`config.mk`:
```
export PLATFORM = sky130hd
export DESIGN_NAME = multicycle_ctrl
export DESIGN_NICKNAME = d
export VERILOG_FILES = /design/src/logic/ctrl_pkg.sv /design/src/logic/instr_decoder.sv /design/src/logic/ctrl_sequencer.sv /design/src/logic/ctrl_signal_gen.sv /design/src/logic/multicycle_ctrl.sv
export SDC_FILE = /design/constraint.sdc
export NUM_CORES = 1
export LEC_CHECK = 0
export ABC_AREA = 1
export BUFFER_PORTS_ARGS = -buffer_cell sky130_fd_sc_hd__buf_4
export CAP_MARGIN = 20
export CORE_MARGIN = 5
export CORE_UTILIZATION = 40
export DETAILED_ROUTE_END_ITERATION = 8
export GPL_ROUTABILITY_DRIVEN = 0
export PLACE_DENSITY = 0.74
export SYNTH_ARGS = -nofsm -noshare
export SYNTH_HDL_FRONTEND = slang
export SYNTH_SLANG_ARGS = --single-unit
```
`constraint.sdc`:
```
create_clock -name CLK -period 1.5 [get_ports CLK]
set_input_delay 0.075 -clock CLK [delete_from_list [all_inputs] [get_ports CLK]]
set_output_delay 0.075 -clock CLK [all_outputs]
set_load 0.005 [all_outputs]
```
`src/logic/ctrl_pkg.sv`:
```
package ctrl_pkg;

    localparam int xlen    = 64;
    localparam int instr_w = 32;
    localparam int shamt_w = $clog2(xlen);                  // 6 shamt bits on rv64

    // major opcodes, instr[6:0]
    localparam logic [6:0] op_r_type = 7'b0110011;
    localparam logic [6:0] op_i_alu  = 7'b0010011;
    localparam logic [6:0] op_load   = 7'b0000011;
    localparam logic [6:0] op_store  = 7'b0100011;
    localparam logic [6:0] op_branch = 7'b1100011;
    localparam logic [6:0] op_jalr   = 7'b1100111;
    localparam logic [6:0] op_lui    = 7'b0110111;
    localparam logic [6:0] op_jal    = 7'b1101111;
    localparam logic [6:0] op_system = 7'b1110011;

    localparam logic [2:0] f3_add_sub = 3'b000;             // also addi
    localparam logic [2:0] f3_sll     = 3'b001;
    localparam logic [2:0] f3_slt     = 3'b010;             // also slti
    localparam logic [2:0] f3_srl_sra = 3'b101;
    localparam logic [2:0] f3_and     = 3'b111;
    localparam logic [2:0] f3_ld      = 3'b011;
    localparam logic [2:0] f3_sd      = 3'b011;
    localparam logic [2:0] f3_beq     = 3'b000;
    localparam logic [2:0] f3_bne     = 3'b001;
    localparam logic [2:0] f3_blt     = 3'b100;
    localparam logic [2:0] f3_bge     = 3'b101;
    localparam logic [2:0] f3_jalr    = 3'b000;

    localparam logic [6:0] f7_base = 7'b0000000;
    localparam logic [6:0] f7_alt  = 7'b0100000;           // sub

    // shift immediates keep only the upper bits above shamt
    localparam logic [instr_w-shamt_w-21:0] f6_logical = 6'b000000;
    localparam logic [instr_w-shamt_w-21:0] f6_arith   = 6'b010000;

    typedef enum logic [4:0] {
        st_reset,
        st_fetch_wait,
        st_fetch,
        st_decode,
        st_execute,
        st_write_alu,
        st_write_slt_one,
        st_write_slt_zero,
        st_lui_write,
        st_jal_pc,
        st_jalr_link,
        st_load_wait,
        st_load_read,
        st_load_capture,
        st_load_write,
        st_store_read,
        st_store_wait,
        st_store_write,
        st_trap_illegal,
        st_trap_overflow,
        st_trap_vector,
        st_halt
    } ctrl_state_e;

    typedef enum logic [3:0] {
        cls_r_alu, cls_slt, cls_i_alu, cls_slti, cls_shift, cls_load, cls_store,
        cls_branch, cls_lui, cls_jal, cls_jalr, cls_break, cls_illegal
    } instr_class_e;

    typedef enum logic [2:0] {alu_nop, alu_add, alu_sub, alu_and, alu_ge, alu_slt} alu_op_e;

    typedef enum logic [1:0] {br_eq, br_ne, br_lt, br_ge} branch_cond_e;

    typedef enum logic [1:0] {sh_sll, sh_srl, sh_sra} shift_op_e;

    typedef enum logic [1:0] {src_a_pc, src_a_reg, src_a_zero} alu_src_a_e;

    typedef enum logic [2:0] {src_b_reg, src_b_four, src_b_imm, src_b_imm_shifted} alu_src_b_e;

    typedef enum logic [2:0] {wb_alu_out, wb_one, wb_zero, wb_pc, wb_mem, wb_shift} wb_sel_e;

    typedef enum logic [1:0] {pc_alu_result, pc_alu_out, pc_trap_vector} pc_src_e;

    typedef enum logic [1:0] {addr_alu_out, addr_illegal_vec, addr_overflow_vec} mem_addr_e;

endpackage

```
`src/logic/instr_decoder.sv`:
```
`timescale 1ns/1ps

module instr_decoder (
    input  logic [ctrl_pkg::instr_w-1:0] instr,
    output ctrl_pkg::instr_class_e       instr_class,
    output ctrl_pkg::alu_op_e            alu_op,
    output ctrl_pkg::branch_cond_e       branch_cond,
    output ctrl_pkg::shift_op_e          shift_op
);
    import ctrl_pkg::*;

    logic [6:0]                  opcode;
    logic [2:0]                  funct3;
    logic [6:0]                  funct7;
    logic [instr_w-shamt_w-21:0] funct6;

    assign opcode = instr[6:0];
    assign funct3 = instr[14:12];
    assign funct7 = instr[31:25];
    assign funct6 = instr[instr_w-1:20+shamt_w];            // bits above the 6-bit shamt

    always_comb begin
        instr_class = cls_illegal;                          // anything unmatched traps
        alu_op      = alu_nop;
        branch_cond = br_eq;
        shift_op    = sh_sll;
        case (opcode)
            op_r_type: begin
                if (funct7 == f7_base && funct3 == f3_add_sub) begin
                    instr_class = cls_r_alu;
                    alu_op      = alu_add;
                end else if (funct7 == f7_alt && funct3 == f3_add_sub) begin
                    instr_class = cls_r_alu;
                    alu_op      = alu_sub;
                end else if (funct7 == f7_base && funct3 == f3_and) begin
                    instr_class = cls_r_alu;
                    alu_op      = alu_and;
                end else if (funct7 == f7_base && funct3 == f3_slt) begin
                    instr_class = cls_slt;
                    alu_op      = alu_slt;
                end
            end
            op_i_alu: begin
                if (funct3 == f3_add_sub) begin             // addi, all-zero word included
                    instr_class = cls_i_alu;
                    alu_op      = alu_add;
                end else if (funct3 == f3_slt) begin
                    instr_class = cls_slti;
                    alu_op      = alu_slt;
                end else if (funct3 == f3_sll && funct6 == f6_logical) begin
                    instr_class = cls_shift;
                    shift_op    = sh_sll;
                end else if (funct3 == f3_srl_sra && funct6 == f6_logical) begin
                    instr_class = cls_shift;
                    shift_op    = sh_srl;
                end else if (funct3 == f3_srl_sra && funct6 == f6_arith) begin
                    instr_class = cls_shift;
                    shift_op    = sh_sra;
                end
            end
            op_load: begin
                if (funct3 == f3_ld) begin                  // ld only
                    instr_class = cls_load;
                    alu_op      = alu_add;
                end
            end
            op_store: begin
                if (funct3 == f3_sd) begin
                    instr_class = cls_store;
                    alu_op      = alu_add;
                end
            end
            op_branch: begin
                instr_class = cls_branch;
                alu_op      = alu_sub;
                case (funct3)
                    f3_beq: branch_cond = br_eq;
                    f3_bne: branch_cond = br_ne;
                    f3_blt: branch_cond = br_lt;
                    f3_bge: begin
                        branch_cond = br_ge;
                        alu_op      = alu_ge;
                    end
                    default: begin
                        instr_class = cls_illegal;
                        alu_op      = alu_nop;
                    end
                endcase
            end
            op_jalr: begin
                if (funct3 == f3_jalr) begin
                    instr_class = cls_jalr;
                    alu_op      = alu_add;
                end
            end
            op_lui: begin
                instr_class = cls_lui;
                alu_op      = alu_add;                      // zero + imm
            end
            op_jal:    instr_class = cls_jal;
            op_system: instr_class = cls_break;
            default:   instr_class = cls_illegal;
        endcase
    end

endmodule

```
`src/logic/ctrl_sequencer.sv`:
```
`timescale 1ns/1ps

module ctrl_sequencer (
    input  logic                   CLK,
    input  logic                   RST,
    input  ctrl_pkg::instr_class_e instr_class,
    input  logic                   less,
    input  logic                   overflow,
    output ctrl_pkg::ctrl_state_e  state
);
    import ctrl_pkg::*;

    ctrl_state_e next_state;
    logic        ovf_class;

    // only these classes can raise an arithmetic trap
    assign ovf_class = (instr_class == cls_r_alu) || (instr_class == cls_i_alu) ||
                       (instr_class == cls_jalr);

    always_ff @(posedge CLK or posedge RST) begin
        if (RST) begin
            state <= st_reset;
        end else begin
            state <= next_state;
        end
    end

    always_comb begin
        next_state = state;
        case (state)
            st_reset:      next_state = st_fetch_wait;
            st_fetch_wait: next_state = st_fetch;
            st_fetch:      next_state = st_decode;
            st_decode:     next_state = st_execute;
            st_execute: begin
                case (instr_class)
                    cls_r_alu,
                    cls_i_alu:   next_state = st_write_alu;
                    cls_slt,
                    cls_slti: begin
                        if (less) begin
                            next_state = st_write_slt_one;
                        end else begin
                            next_state = st_write_slt_zero;
                        end
                    end
                    cls_load:    next_state = st_load_wait;
                    cls_store:   next_state = st_store_read;
                    cls_lui:     next_state = st_lui_write;
                    cls_jal:     next_state = st_jal_pc;
                    cls_jalr:    next_state = st_jalr_link;
                    cls_shift,
                    cls_branch:  next_state = st_fetch_wait;   // done in execute
                    cls_break:   next_state = st_halt;
                    default:     next_state = st_trap_illegal;
                endcase
                if (overflow && ovf_class) begin
                    next_state = st_trap_overflow;           // overrides the class path
                end
            end
            st_write_alu,
            st_write_slt_one,
            st_write_slt_zero,
            st_lui_write,
            st_jal_pc,
            st_jalr_link:    next_state = st_fetch_wait;
            st_load_wait:    next_state = st_load_read;
            st_load_read:    next_state = st_load_capture;
            st_load_capture: next_state = st_load_write;
            st_load_write:   next_state = st_fetch_wait;
            st_store_read:   next_state = st_store_wait;
            st_store_wait:   next_state = st_store_write;
            st_store_write:  next_state = st_fetch_wait;
            st_trap_illegal,
            st_trap_overflow: next_state = st_trap_vector;
            st_trap_vector:  next_state = st_fetch_wait;
            st_halt:         next_state = st_halt;       // only reset leaves
            default:         next_state = st_reset;
        endcase
    end

endmodule

```
`src/logic/ctrl_signal_gen.sv`:
```
`timescale 1ns/1ps

module ctrl_signal_gen (
    input  ctrl_pkg::ctrl_state_e  state,
    input  ctrl_pkg::instr_class_e instr_class,
    input  ctrl_pkg::alu_op_e      alu_op,
    input  ctrl_pkg::branch_cond_e branch_cond,
    input  ctrl_pkg::shift_op_e    shift_op,
    input  logic                   zero,
    input  logic                   less,
    output ctrl_pkg::alu_op_e      alu_ctrl,
    output ctrl_pkg::alu_src_a_e   alu_src_a,
    output ctrl_pkg::alu_src_b_e   alu_src_b,
    output ctrl_pkg::pc_src_e      pc_src,
    output logic                   pc_write,
    output logic                   ir_load,
    output logic                   ab_write,
    output logic                   alu_out_write,
    output logic                   reg_write,
    output ctrl_pkg::wb_sel_e      wb_sel,
    output ctrl_pkg::mem_addr_e    mem_addr_sel,
    output logic                   mem_write,
    output logic                   mdr_write,
    output logic                   epc_write,
    output ctrl_pkg::shift_op_e    shift_ctrl
);
    import ctrl_pkg::*;

    logic branch_taken;

    always_comb begin
        case (branch_cond)
            br_eq:   branch_taken = zero;
            br_ne:   branch_taken = !zero;
            br_lt:   branch_taken = less;
            default: branch_taken = !less;                 // bge
        endcase
    end

    always_comb begin
        alu_ctrl      = alu_nop;
        alu_src_a     = src_a_pc;
        alu_src_b     = src_b_reg;
        pc_src        = pc_alu_result;
        pc_write      = 1'b0;
        ir_load       = 1'b0;
        ab_write      = 1'b0;
        alu_out_write = 1'b0;
        reg_write     = 1'b0;
        wb_sel        = wb_alu_out;
        mem_addr_sel  = addr_alu_out;
        mem_write     = 1'b0;
        mdr_write     = 1'b0;
        epc_write     = 1'b0;
        shift_ctrl    = sh_sll;
        case (state)
            st_fetch: begin
                ir_load   = 1'b1;
                pc_write  = 1'b1;
                alu_ctrl  = alu_add;                         // pc + 4
                alu_src_b = src_b_four;
            end
            st_decode: begin
                ab_write      = 1'b1;
                alu_out_write = 1'b1;                        // speculative branch/jal target
                alu_ctrl      = alu_add;
                alu_src_b     = src_b_imm_shifted;
            end
            st_execute: begin
                alu_ctrl = alu_op;
                case (instr_class)
                    cls_r_alu, cls_slt, cls_branch: begin
                        alu_src_a = src_a_reg;
                        alu_src_b = src_b_reg;
                    end
                    cls_i_alu, cls_slti, cls_load, cls_store, cls_jalr: begin
                        alu_src_a = src_a_reg;
                        alu_src_b = src_b_imm;
                    end
                    cls_lui: begin
                        alu_src_a = src_a_zero;
                        alu_src_b = src_b_imm;
                    end
                    cls_shift: begin
                        reg_write  = 1'b1;
                        wb_sel     = wb_shift;
                        shift_ctrl = shift_op;
                    end
                    default: ;
                endcase
                alu_out_write = (instr_class == cls_r_alu) || (instr_class == cls_i_alu) ||
                                (instr_class == cls_load) || (instr_class == cls_store) ||
                                (instr_class == cls_lui) || (instr_class == cls_jalr);
                if (instr_class == cls_branch) begin
                    pc_write = branch_taken;
                    pc_src   = pc_alu_out;                    // target from decode
                end
            end
            st_write_alu,
            st_lui_write: begin
                reg_write = 1'b1;
                wb_sel    = wb_alu_out;
            end
            st_write_slt_one: begin
                reg_write = 1'b1;
                wb_sel    = wb_one;
            end
            st_write_slt_zero: begin
                reg_write = 1'b1;
                wb_sel    = wb_zero;
            end
            st_jal_pc,
            st_jalr_link: begin
                reg_write = 1'b1;
                wb_sel    = wb_pc;                           // link is pc + 4
                pc_write  = 1'b1;
                pc_src    = pc_alu_out;
            end
            st_load_capture: mdr_write = 1'b1;
            st_load_write: begin
                reg_write = 1'b1;
                wb_sel    = wb_mem;
            end
            st_store_write: mem_write = 1'b1;
            st_trap_illegal,
            st_trap_overflow: begin
                epc_write = 1'b1;
                mdr_write = 1'b1;                            // vector byte from memory
                alu_ctrl  = alu_sub;                         // pc - 4 into epc
                alu_src_b = src_b_four;
                if (state == st_trap_illegal) begin
                    mem_addr_sel = addr_illegal_vec;
                end else begin
                    mem_addr_sel = addr_overflow_vec;
                end
            end
            st_trap_vector: begin
                pc_write = 1'b1;
                pc_src   = pc_trap_vector;
            end
            default: ;
        endcase
    end

endmodule

```
`src/logic/multicycle_ctrl.sv`:
```
`timescale 1ns/1ps

module multicycle_ctrl (
    input  logic                         CLK,
    input  logic                         RST,
    input  logic [ctrl_pkg::instr_w-1:0] instr,
    input  logic                         zero,
    input  logic                         less,
    input  logic                         overflow,
    output ctrl_pkg::alu_op_e            alu_ctrl,
    output ctrl_pkg::alu_src_a_e         alu_src_a,
    output ctrl_pkg::alu_src_b_e         alu_src_b,
    output ctrl_pkg::pc_src_e            pc_src,
    output logic                         pc_write,
    output logic                         ir_load,
    output logic                         ab_write,
    output logic                         alu_out_write,
    output logic                         reg_write,
    output ctrl_pkg::wb_sel_e            wb_sel,
    output ctrl_pkg::mem_addr_e          mem_addr_sel,
    output logic                         mem_write,
    output logic                         mdr_write,
    output logic                         epc_write,
    output ctrl_pkg::shift_op_e          shift_ctrl
);
    import ctrl_pkg::*;

    instr_class_e instr_class;
    alu_op_e      alu_op;
    branch_cond_e branch_cond;
    shift_op_e    shift_op;
    ctrl_state_e  state;

    instr_decoder decoder_i (
        .instr       (instr),
        .instr_class (instr_class),
        .alu_op      (alu_op),
        .branch_cond (branch_cond),
        .shift_op    (shift_op)
    );

    ctrl_sequencer sequencer_i (
        .CLK         (CLK),
        .RST         (RST),
        .instr_class (instr_class),
        .less        (less),
        .overflow    (overflow),
        .state       (state)
    );

    ctrl_signal_gen signal_gen_i (
        .state         (state),
        .instr_class   (instr_class),
        .alu_op        (alu_op),
        .branch_cond   (branch_cond),
        .shift_op      (shift_op),
        .zero          (zero),
        .less          (less),
        .alu_ctrl      (alu_ctrl),
        .alu_src_a     (alu_src_a),
        .alu_src_b     (alu_src_b),
        .pc_src        (pc_src),
        .pc_write      (pc_write),
        .ir_load       (ir_load),
        .ab_write      (ab_write),
        .alu_out_write (alu_out_write),
        .reg_write     (reg_write),
        .wb_sel        (wb_sel),
        .mem_addr_sel  (mem_addr_sel),
        .mem_write     (mem_write),
        .mdr_write     (mdr_write),
        .epc_write     (epc_write),
        .shift_ctrl    (shift_ctrl)
    );

endmodule

```
# Yosys cells after proc, flatten, opt, wreduce, memory -nomap -nowiden
# Cells that the tools add are included.
[word_totals] register_bits=5 inputBits=37 out_inout_bits=25
[classes] eq_ne=51 n_mux=60 n_reduce_logical=38
[op_table] operator="case mux 5 bit (12 select lines)" n=1
[op_table] operator="2-to-1 mux 4 bit" n=12
[op_table] operator="case mux 5 bit (9 select lines)" n=1
[op_table] operator="== test 5 x 4 -> 1 bit, second input constant" n=8
[op_table] operator="case mux 4 bit (9 select lines)" n=1
[op_table] operator="== test 5 bit, second input constant" n=6
[op_table] operator="== test 7 x 6 -> 1 bit, second input constant" n=4
[op_table] operator="== test 7 bit, second input constant" n=4
[op_table] operator="2-to-1 mux 2 bit" n=13
[op_table] operator="2-to-1 mux 3 bit" n=8
[op_table] operator="== test 5 x 3 -> 1 bit, second input constant" n=4
[op_table] operator="case mux 3 bit (3 select lines)" n=2
[op_table] operator="case mux 3 bit (6 select lines)" n=1
[op_table] operator="== test 4 x 3 -> 1 bit, second input constant" n=4
[op_table] operator="== test 4 bit, second input constant" n=4
[op_table] operator="case mux 3 bit (5 select lines)" n=1
[op_table] operator="OR reduction 2 bit" n=7
[op_table] operator="case mux 2 bit (3 select lines)" n=2
[op_table] operator="2-to-1 mux 1 bit" n=11
[op_table] operator="== test 5 x 2 -> 1 bit, second input constant" n=2
[op_table] operator="OR reduction 10 bit" n=1
[op_table] operator="== test 3 bit, second input constant" n=3
[op_table] operator="OR reduction 3 bit" n=3
[op_table] operator="== test 4 x 2 -> 1 bit, second input constant" n=2
[op_table] operator="other kinds (27)" n=44

# Depth between registers and ports, before layout
[depth] ltp_word=15 mapped_depth=15 depth_no_buf=15

# Modules after synthesis
# From an unflattened synthesis, not the netlist that was laid out.
[hier_totals] cells_unflattened=316 area_unflattened_um2=1559.0
[by_module_without_submodules] mod="instr_decoder" n_inst=1 cells_each=117 area_per_inst_um2=541.8 seq_area_each_um2=0.0
[by_module_without_submodules] mod="ctrl_sequencer" n_inst=1 cells_each=97 area_per_inst_um2=540.5 seq_area_each_um2=125.1
[by_module_without_submodules] mod="ctrl_signal_gen" n_inst=1 cells_each=102 area_per_inst_um2=476.7 seq_area_each_um2=0.0

# Worst setup path before layout
# No wires, ideal clock.
[synth_path] path_kind="reg2reg" start="reg sequencer_i.state[4]" end="reg sequencer_i.state[0]" setup_time_ps=118 arrival_time_ps=1300 required_ps=1382 setup_slack_ps=83 path_stages_with_launch=9 period_less_slack_ps=1417 path_cell_list="dfrtp_1 > clkbuf_1 > nor2_1 > nand2_1 > nand2_1 > a221oi_1 > o2111ai_1 > nor2_1 > nand2_1"
[synth_between] elab_chain_cells=3
[synth_rtl] element="start: declaration" line_no="ctrl_sequencer.sv:9" text="output ctrl_pkg::ctrl_state_e state"
[synth_rtl] element="start signal: assignment" line_no="ctrl_sequencer.sv:22" text="state <= st_reset;"
[synth_rtl] element="start signal: assignment" line_no="ctrl_sequencer.sv:24" text="state <= next_state;"
[synth_rtl] element="== test 5 x 3 -> 1 bit (tied with other cells)" line_no="ctrl_sequencer.sv:30" text="case (state)"
[synth_rtl] element="OR reduction 10 bit (no line) / OR reduction 2 bit (equally long branches)"
[synth_rtl] element="case mux 5 bit (12 select lines) (*)" line_no="ctrl_sequencer.sv:30"
[synth_rtl] element="net sequencer_i.next_state[0]" line_no="ctrl_sequencer.sv:13" text="ctrl_state_e next_state;"
# Mark *: on every way through the listed nets, which the timed path passes. The rest lies on a longest branch.

# Final worst setup path
[layout_path] start="in instr[6] in the netlist's numbering" end="out alu_src_a[0]"
[layout_between] elab_chain_cells=6
[layout_rtl] element="start: declaration" line_no="multicycle_ctrl.sv:6" text="input logic [ctrl_pkg::instr_w-1:0] instr,"
[layout_rtl] element="== test 7 bit (tied with other cells)" line_no="instr_decoder.sv:27" text="case (opcode)"
[layout_rtl] element="case mux 4 bit (9 select lines) (*)" line_no="instr_decoder.sv:27"
[layout_rtl] element="== test 4 x 3 -> 1 bit (tied with other cells)" line_no="ctrl_signal_gen.sv:71" text="case (instr_class)"
[layout_rtl] element="OR reduction 8 bit (no line)"
[layout_rtl] element="case mux 2 bit (2 select lines) (*)" line_no="ctrl_signal_gen.sv:71"
[layout_rtl] element="2-to-1 mux 2 bit (*)" line_no="ctrl_signal_gen.sv:56" text="case (state)"
[layout_rtl] element="end: declaration" line_no="multicycle_ctrl.sv:11" text="output ctrl_pkg::alu_src_a_e alu_src_a,"
# Every way passes the cells marked *; elsewhere a longest branch is shown, timed or not.

==> run summary <==
The flow ran to the end, but the final reports show violations. The checks that failed: negative setup slack. The post-synthesis instance area was 0.00128 mm^2; the final-report hold violation count was 0.

Derived from the worst setup path, the maximum achievable clock frequency is 513 MHz. Compared with the post-synthesis result, the final layout area differs by 126%. In the final layout, the registers with the most flip-flops are sequencer_i.state (5).

Setup violations remaining at the end of the flow were counted as 26. Post-synthesis instance total: 246. Setup repair after global routing could not meet its margin everywhere. The ratio of cells with drive above 1 in the final layout is 0.702. Yosys mapped the design onto 33 distinct sky130hd cell types. TritonCTS built the clock tree. The final worst-path cycle share is 1.30, and the final-stage net count is 407. The worst slack at placement was -0.168 ns. The detailed router's first-iteration violation count came out at 358.

The clock passes through at most 2 buffers. Setup total negative slack on the finished layout was measured at -4.69 ns. In the routed design, unresolved DRC markers number 0. Average detailed-routed wire length per instance: 23.8 um.

Element type at the critical path end: a primary output. The number of cells traversed by the worst register-to-register path came out at 9. For the required time reported for the critical path endpoint, the log shows 1.42 ns.

The aggregate routed wire length was 9810 um. Counting the buffers created by CTS gives 3. STA classifies the critical path startpoint as an input port. The fraction of the yosys area taken by sequential cells came out at 0.0978. More flip-flops sit in one register than any other, and that register is sequencer_i.state. The first detailed-routing pass took 5 iterations. The reported leakage power was 0.00152 uW; the residual overflow from global routing was 0. The tools report the detailed placement HPWL as 3630 um. The slowest stage of the critical path is the sky130_fd_sc_hd__nor3_4 cell. The I/O pin count was 62; the flip-flop and latch count after synthesis was 5. The minimum clock period is 1.95 ns, and the global-route wire length before repair is 9270 um. Data arrives at the worst endpoint at 1.87 ns. The maximum net fanout on the critical path is 5.

Entering global routing, the biggest net connects 8 pins. A synthesized cell averages 5.20 um^2. For flop-to-flop paths, the worst setup slack is -0.28 ns.

The count of nets left with antenna violations once routing finished came out at 0. The logs give 0 for the initial antenna violation count and 0.24 ns for the source-to-sink clock delay at the later pin of the worst-skew pair. The y dimension of the die came out at 66.6 um. Final setup slack of the worst path: -0.450 ns. The horizontal extent of the die is 66.6 um. The worst min-delay path category is input port to register. The tool flagged a number of max-cap violations equal to 0. Walking the worst path, the cells encountered are buf_4 > nand3_4 > clkinv_4 > o21ai_1 > nand3_2 > nor3_4 > inv_2 > nand2_2 > nor2_2 > nor3_2 > nor2_2 > buf_4. The critical path in this run is classified as input port to primary output. The total nets after synthesis is 283, and the peak supply drop is 0.488 mV. Global router's overall resource usage: 0.266.

For the area enclosed by the die boundary, the log shows 0.00443 mm^2. The worst register-to-register path begins at sequencer_i.state[1]. The tools report the clock tree root buffer cell as sky130_fd_sc_hd__clkbuf_4. The number of cells traversed by the worst hold path is 4, and the maximum level of the CTS H-tree is 1. Yosys printed 0 warnings. The site row count was 20; the number of flip-flops in the largest register was 5.

The floorplan step defined a core boundary enclosing 0.00305 mm^2. Once layout is complete, the cells apart from fillers number 413. The starting density of the core was 0.419; the via count of the first global-routing pass was 2,138. The startpoint identified for the worst hold timing path is overflow. The post-CTS clock slew at the launch and capture registers of the worst setup and hold paths came out at 0.05 ns.

The total instance count after detailed placement was 381; the post-route clock skew was 0.000865 ns. In this run the tool buffered the top-level ports with 45 buffer cells. The tools report the end of the worst register-to-register path as sequencer_i.state[0]. The areal power density over the cells came out at 933 mW/mm^2. Across all hold checks on the routed design, the worst slack comes to 0.181 ns.

On the critical path the largest part of the delay comes from simple AND/OR/NAND/NOR gates. On the worst path, the slowest cell contributes a delay of 0.28 ns. Dividing the detail-routed via count by the number of cells gives 6.53. The max-slew violation count came out at 0.

The start point of the critical path is instr[6]. The critical path contains buffers and inverters numbering 4 combined. The routed layout has 2,698 vias. The worst hold path terminates at sequencer_i.state[3]. The number of sinks driven by the clock tree is 5, and the number of antenna diodes is 0.
-- metal layers --
layer	vias to the layer above	track usage	share of wire
met4	0	0.0888	0.11
met5	-	0	0
met1	1200	0.282	0.32
met2	338	0.527	0.44
met3	129	0.0320	0.13
li1	1031	-	-
-- power breakdown --
part	leakage, uW	switching [uW]	internal (uW)	total, uW
Clock	0.0000150	61.6	101	163
Combinational	0.00144	1220	1020	2240
Sequential	0.0000596	115	185	299
Total	0.00152	1390	1310	2700
-- cell families after synthesis --
group	Yosys count	share of synthesized area
AND/OR/NAND/NOR	170	0.640
buffers and inverters	46	0.142
AO/OA/AOI/OAI	23	0.110
flip-flops	5	0.0978
XOR/XNOR	1	0.00684
other	1	0.00293
-- stage by stage --
step	cell area [um^2]	util	total power, uW
3_5_place_dp	2020	0.662	1320
4_1_cts	2470	0.808	1900
2_1_floorplan	1280	-	715
5_1_grt	2890	0.948	2770
3_3_place_gp	2020	0.662	1310
6_report	2890	0.948	2700
-- cell usage after synthesis --
library cell                 n  area [um^2]
sky130_fd_sc_hd__nand3_1    31          155
sky130_fd_sc_hd__clkbuf_1    1         3.75
sky130_fd_sc_hd__inv_1      37          139
sky130_fd_sc_hd__o31ai_1     1         7.51
sky130_fd_sc_hd__nor2_4      3         33.8
sky130_fd_sc_hd__a22oi_1     2         15.0
sky130_fd_sc_hd__o2111ai_1   1         8.76
sky130_fd_sc_hd__a21boi_0    2         15.0
sky130_fd_sc_hd__nand2_2     9         56.3
sky130_fd_sc_hd__clkinv_2    1         5.00
sky130_fd_sc_hd__nand4_1     3         18.8
sky130_fd_sc_hd__xor2_1      1         8.76
sky130_fd_sc_hd__nand2_1    58          218
sky130_fd_sc_hd__nor3b_1     1         7.51
sky130_fd_sc_hd__o21ai_1     2         10.0
sky130_fd_sc_hd__nor3_2      2         20.0
sky130_fd_sc_hd__conb_1      1         3.75
sky130_fd_sc_hd__o22ai_1     1         6.26
sky130_fd_sc_hd__buf_4       2         15.0
sky130_fd_sc_hd__nor2_2     10         62.6
sky130_fd_sc_hd__a221oi_1    1         8.76
sky130_fd_sc_hd__dfrtp_1     5          125
sky130_fd_sc_hd__and2_4      1         8.76
sky130_fd_sc_hd__nor3b_2     1         12.5
sky130_fd_sc_hd__a21oi_1     4         20.0
sky130_fd_sc_hd__nand4_2     1         12.5
sky130_fd_sc_hd__nor2_1     43          161
sky130_fd_sc_hd__o211ai_1    2         15.0
sky130_fd_sc_hd__nor3_1      3         15.0
sky130_fd_sc_hd__nand3_2     3         30.0
sky130_fd_sc_hd__nand3b_1    1         7.51
sky130_fd_sc_hd__inv_2       5         18.8
sky130_fd_sc_hd__o21ai_0     7         35.0
-- cells in the final DEF (no fill, tap or decap), drive strengths merged, types with 2 or more instances in the layout --
cell type / count
o211ai: 2
a22oi: 2
nor2: 56
o21ai: 9
a21boi: 2
nor3: 5
clkbuf: 4
buf: 121
nand2: 67
nand3: 34
nand4: 4
inv: 42
dfrtp: 5
a21oi: 4
nor3b: 2
-- how the worst max path moves through the flow --
stage / to / slack (ns) / cells after the start
CTS: pc_write / -0.07 / 11
floorplan: sequencer_i.state[0] / 0.08 / 8
global route: alu_src_a[0] / -0.48 / 12
detailed placement: shift_ctrl[1] / -0.17 / 12
finish: alu_src_a[0] / -0.45 / 12
global placement: shift_ctrl[1] / -0.13 / 12
-- worst reg2reg max path: cells and delay by family, from the launching register on --
kind,cells,cell delay (ns)
AO/OA/AOI/OAI,2,0.37
flip-flops,1,0.49
AND/OR/NAND/NOR,6,0.60
buffers and inverters,1,0.18
-- final cells by class --
type / count / area [um^2]
tap: 44 / 55.1
sequential: 5 / 130
multi-input combinational: 195 / 1470
timing repair buffer: 122 / 1030
inverter: 43 / 189
fill: 88 / 160
clock buffer: 4 / 26.3
-- what timing repair did --
item                       in CTS  in global routing
setup endpoints to repair      20                 27
pin swaps                      29                 45
resized for setup              92                 97
hold endpoints to repair        5                  0
setup buffers                  17                 13
hold buffers                    1                  0
No activity file was read; power rests on OpenSTA's default activity.
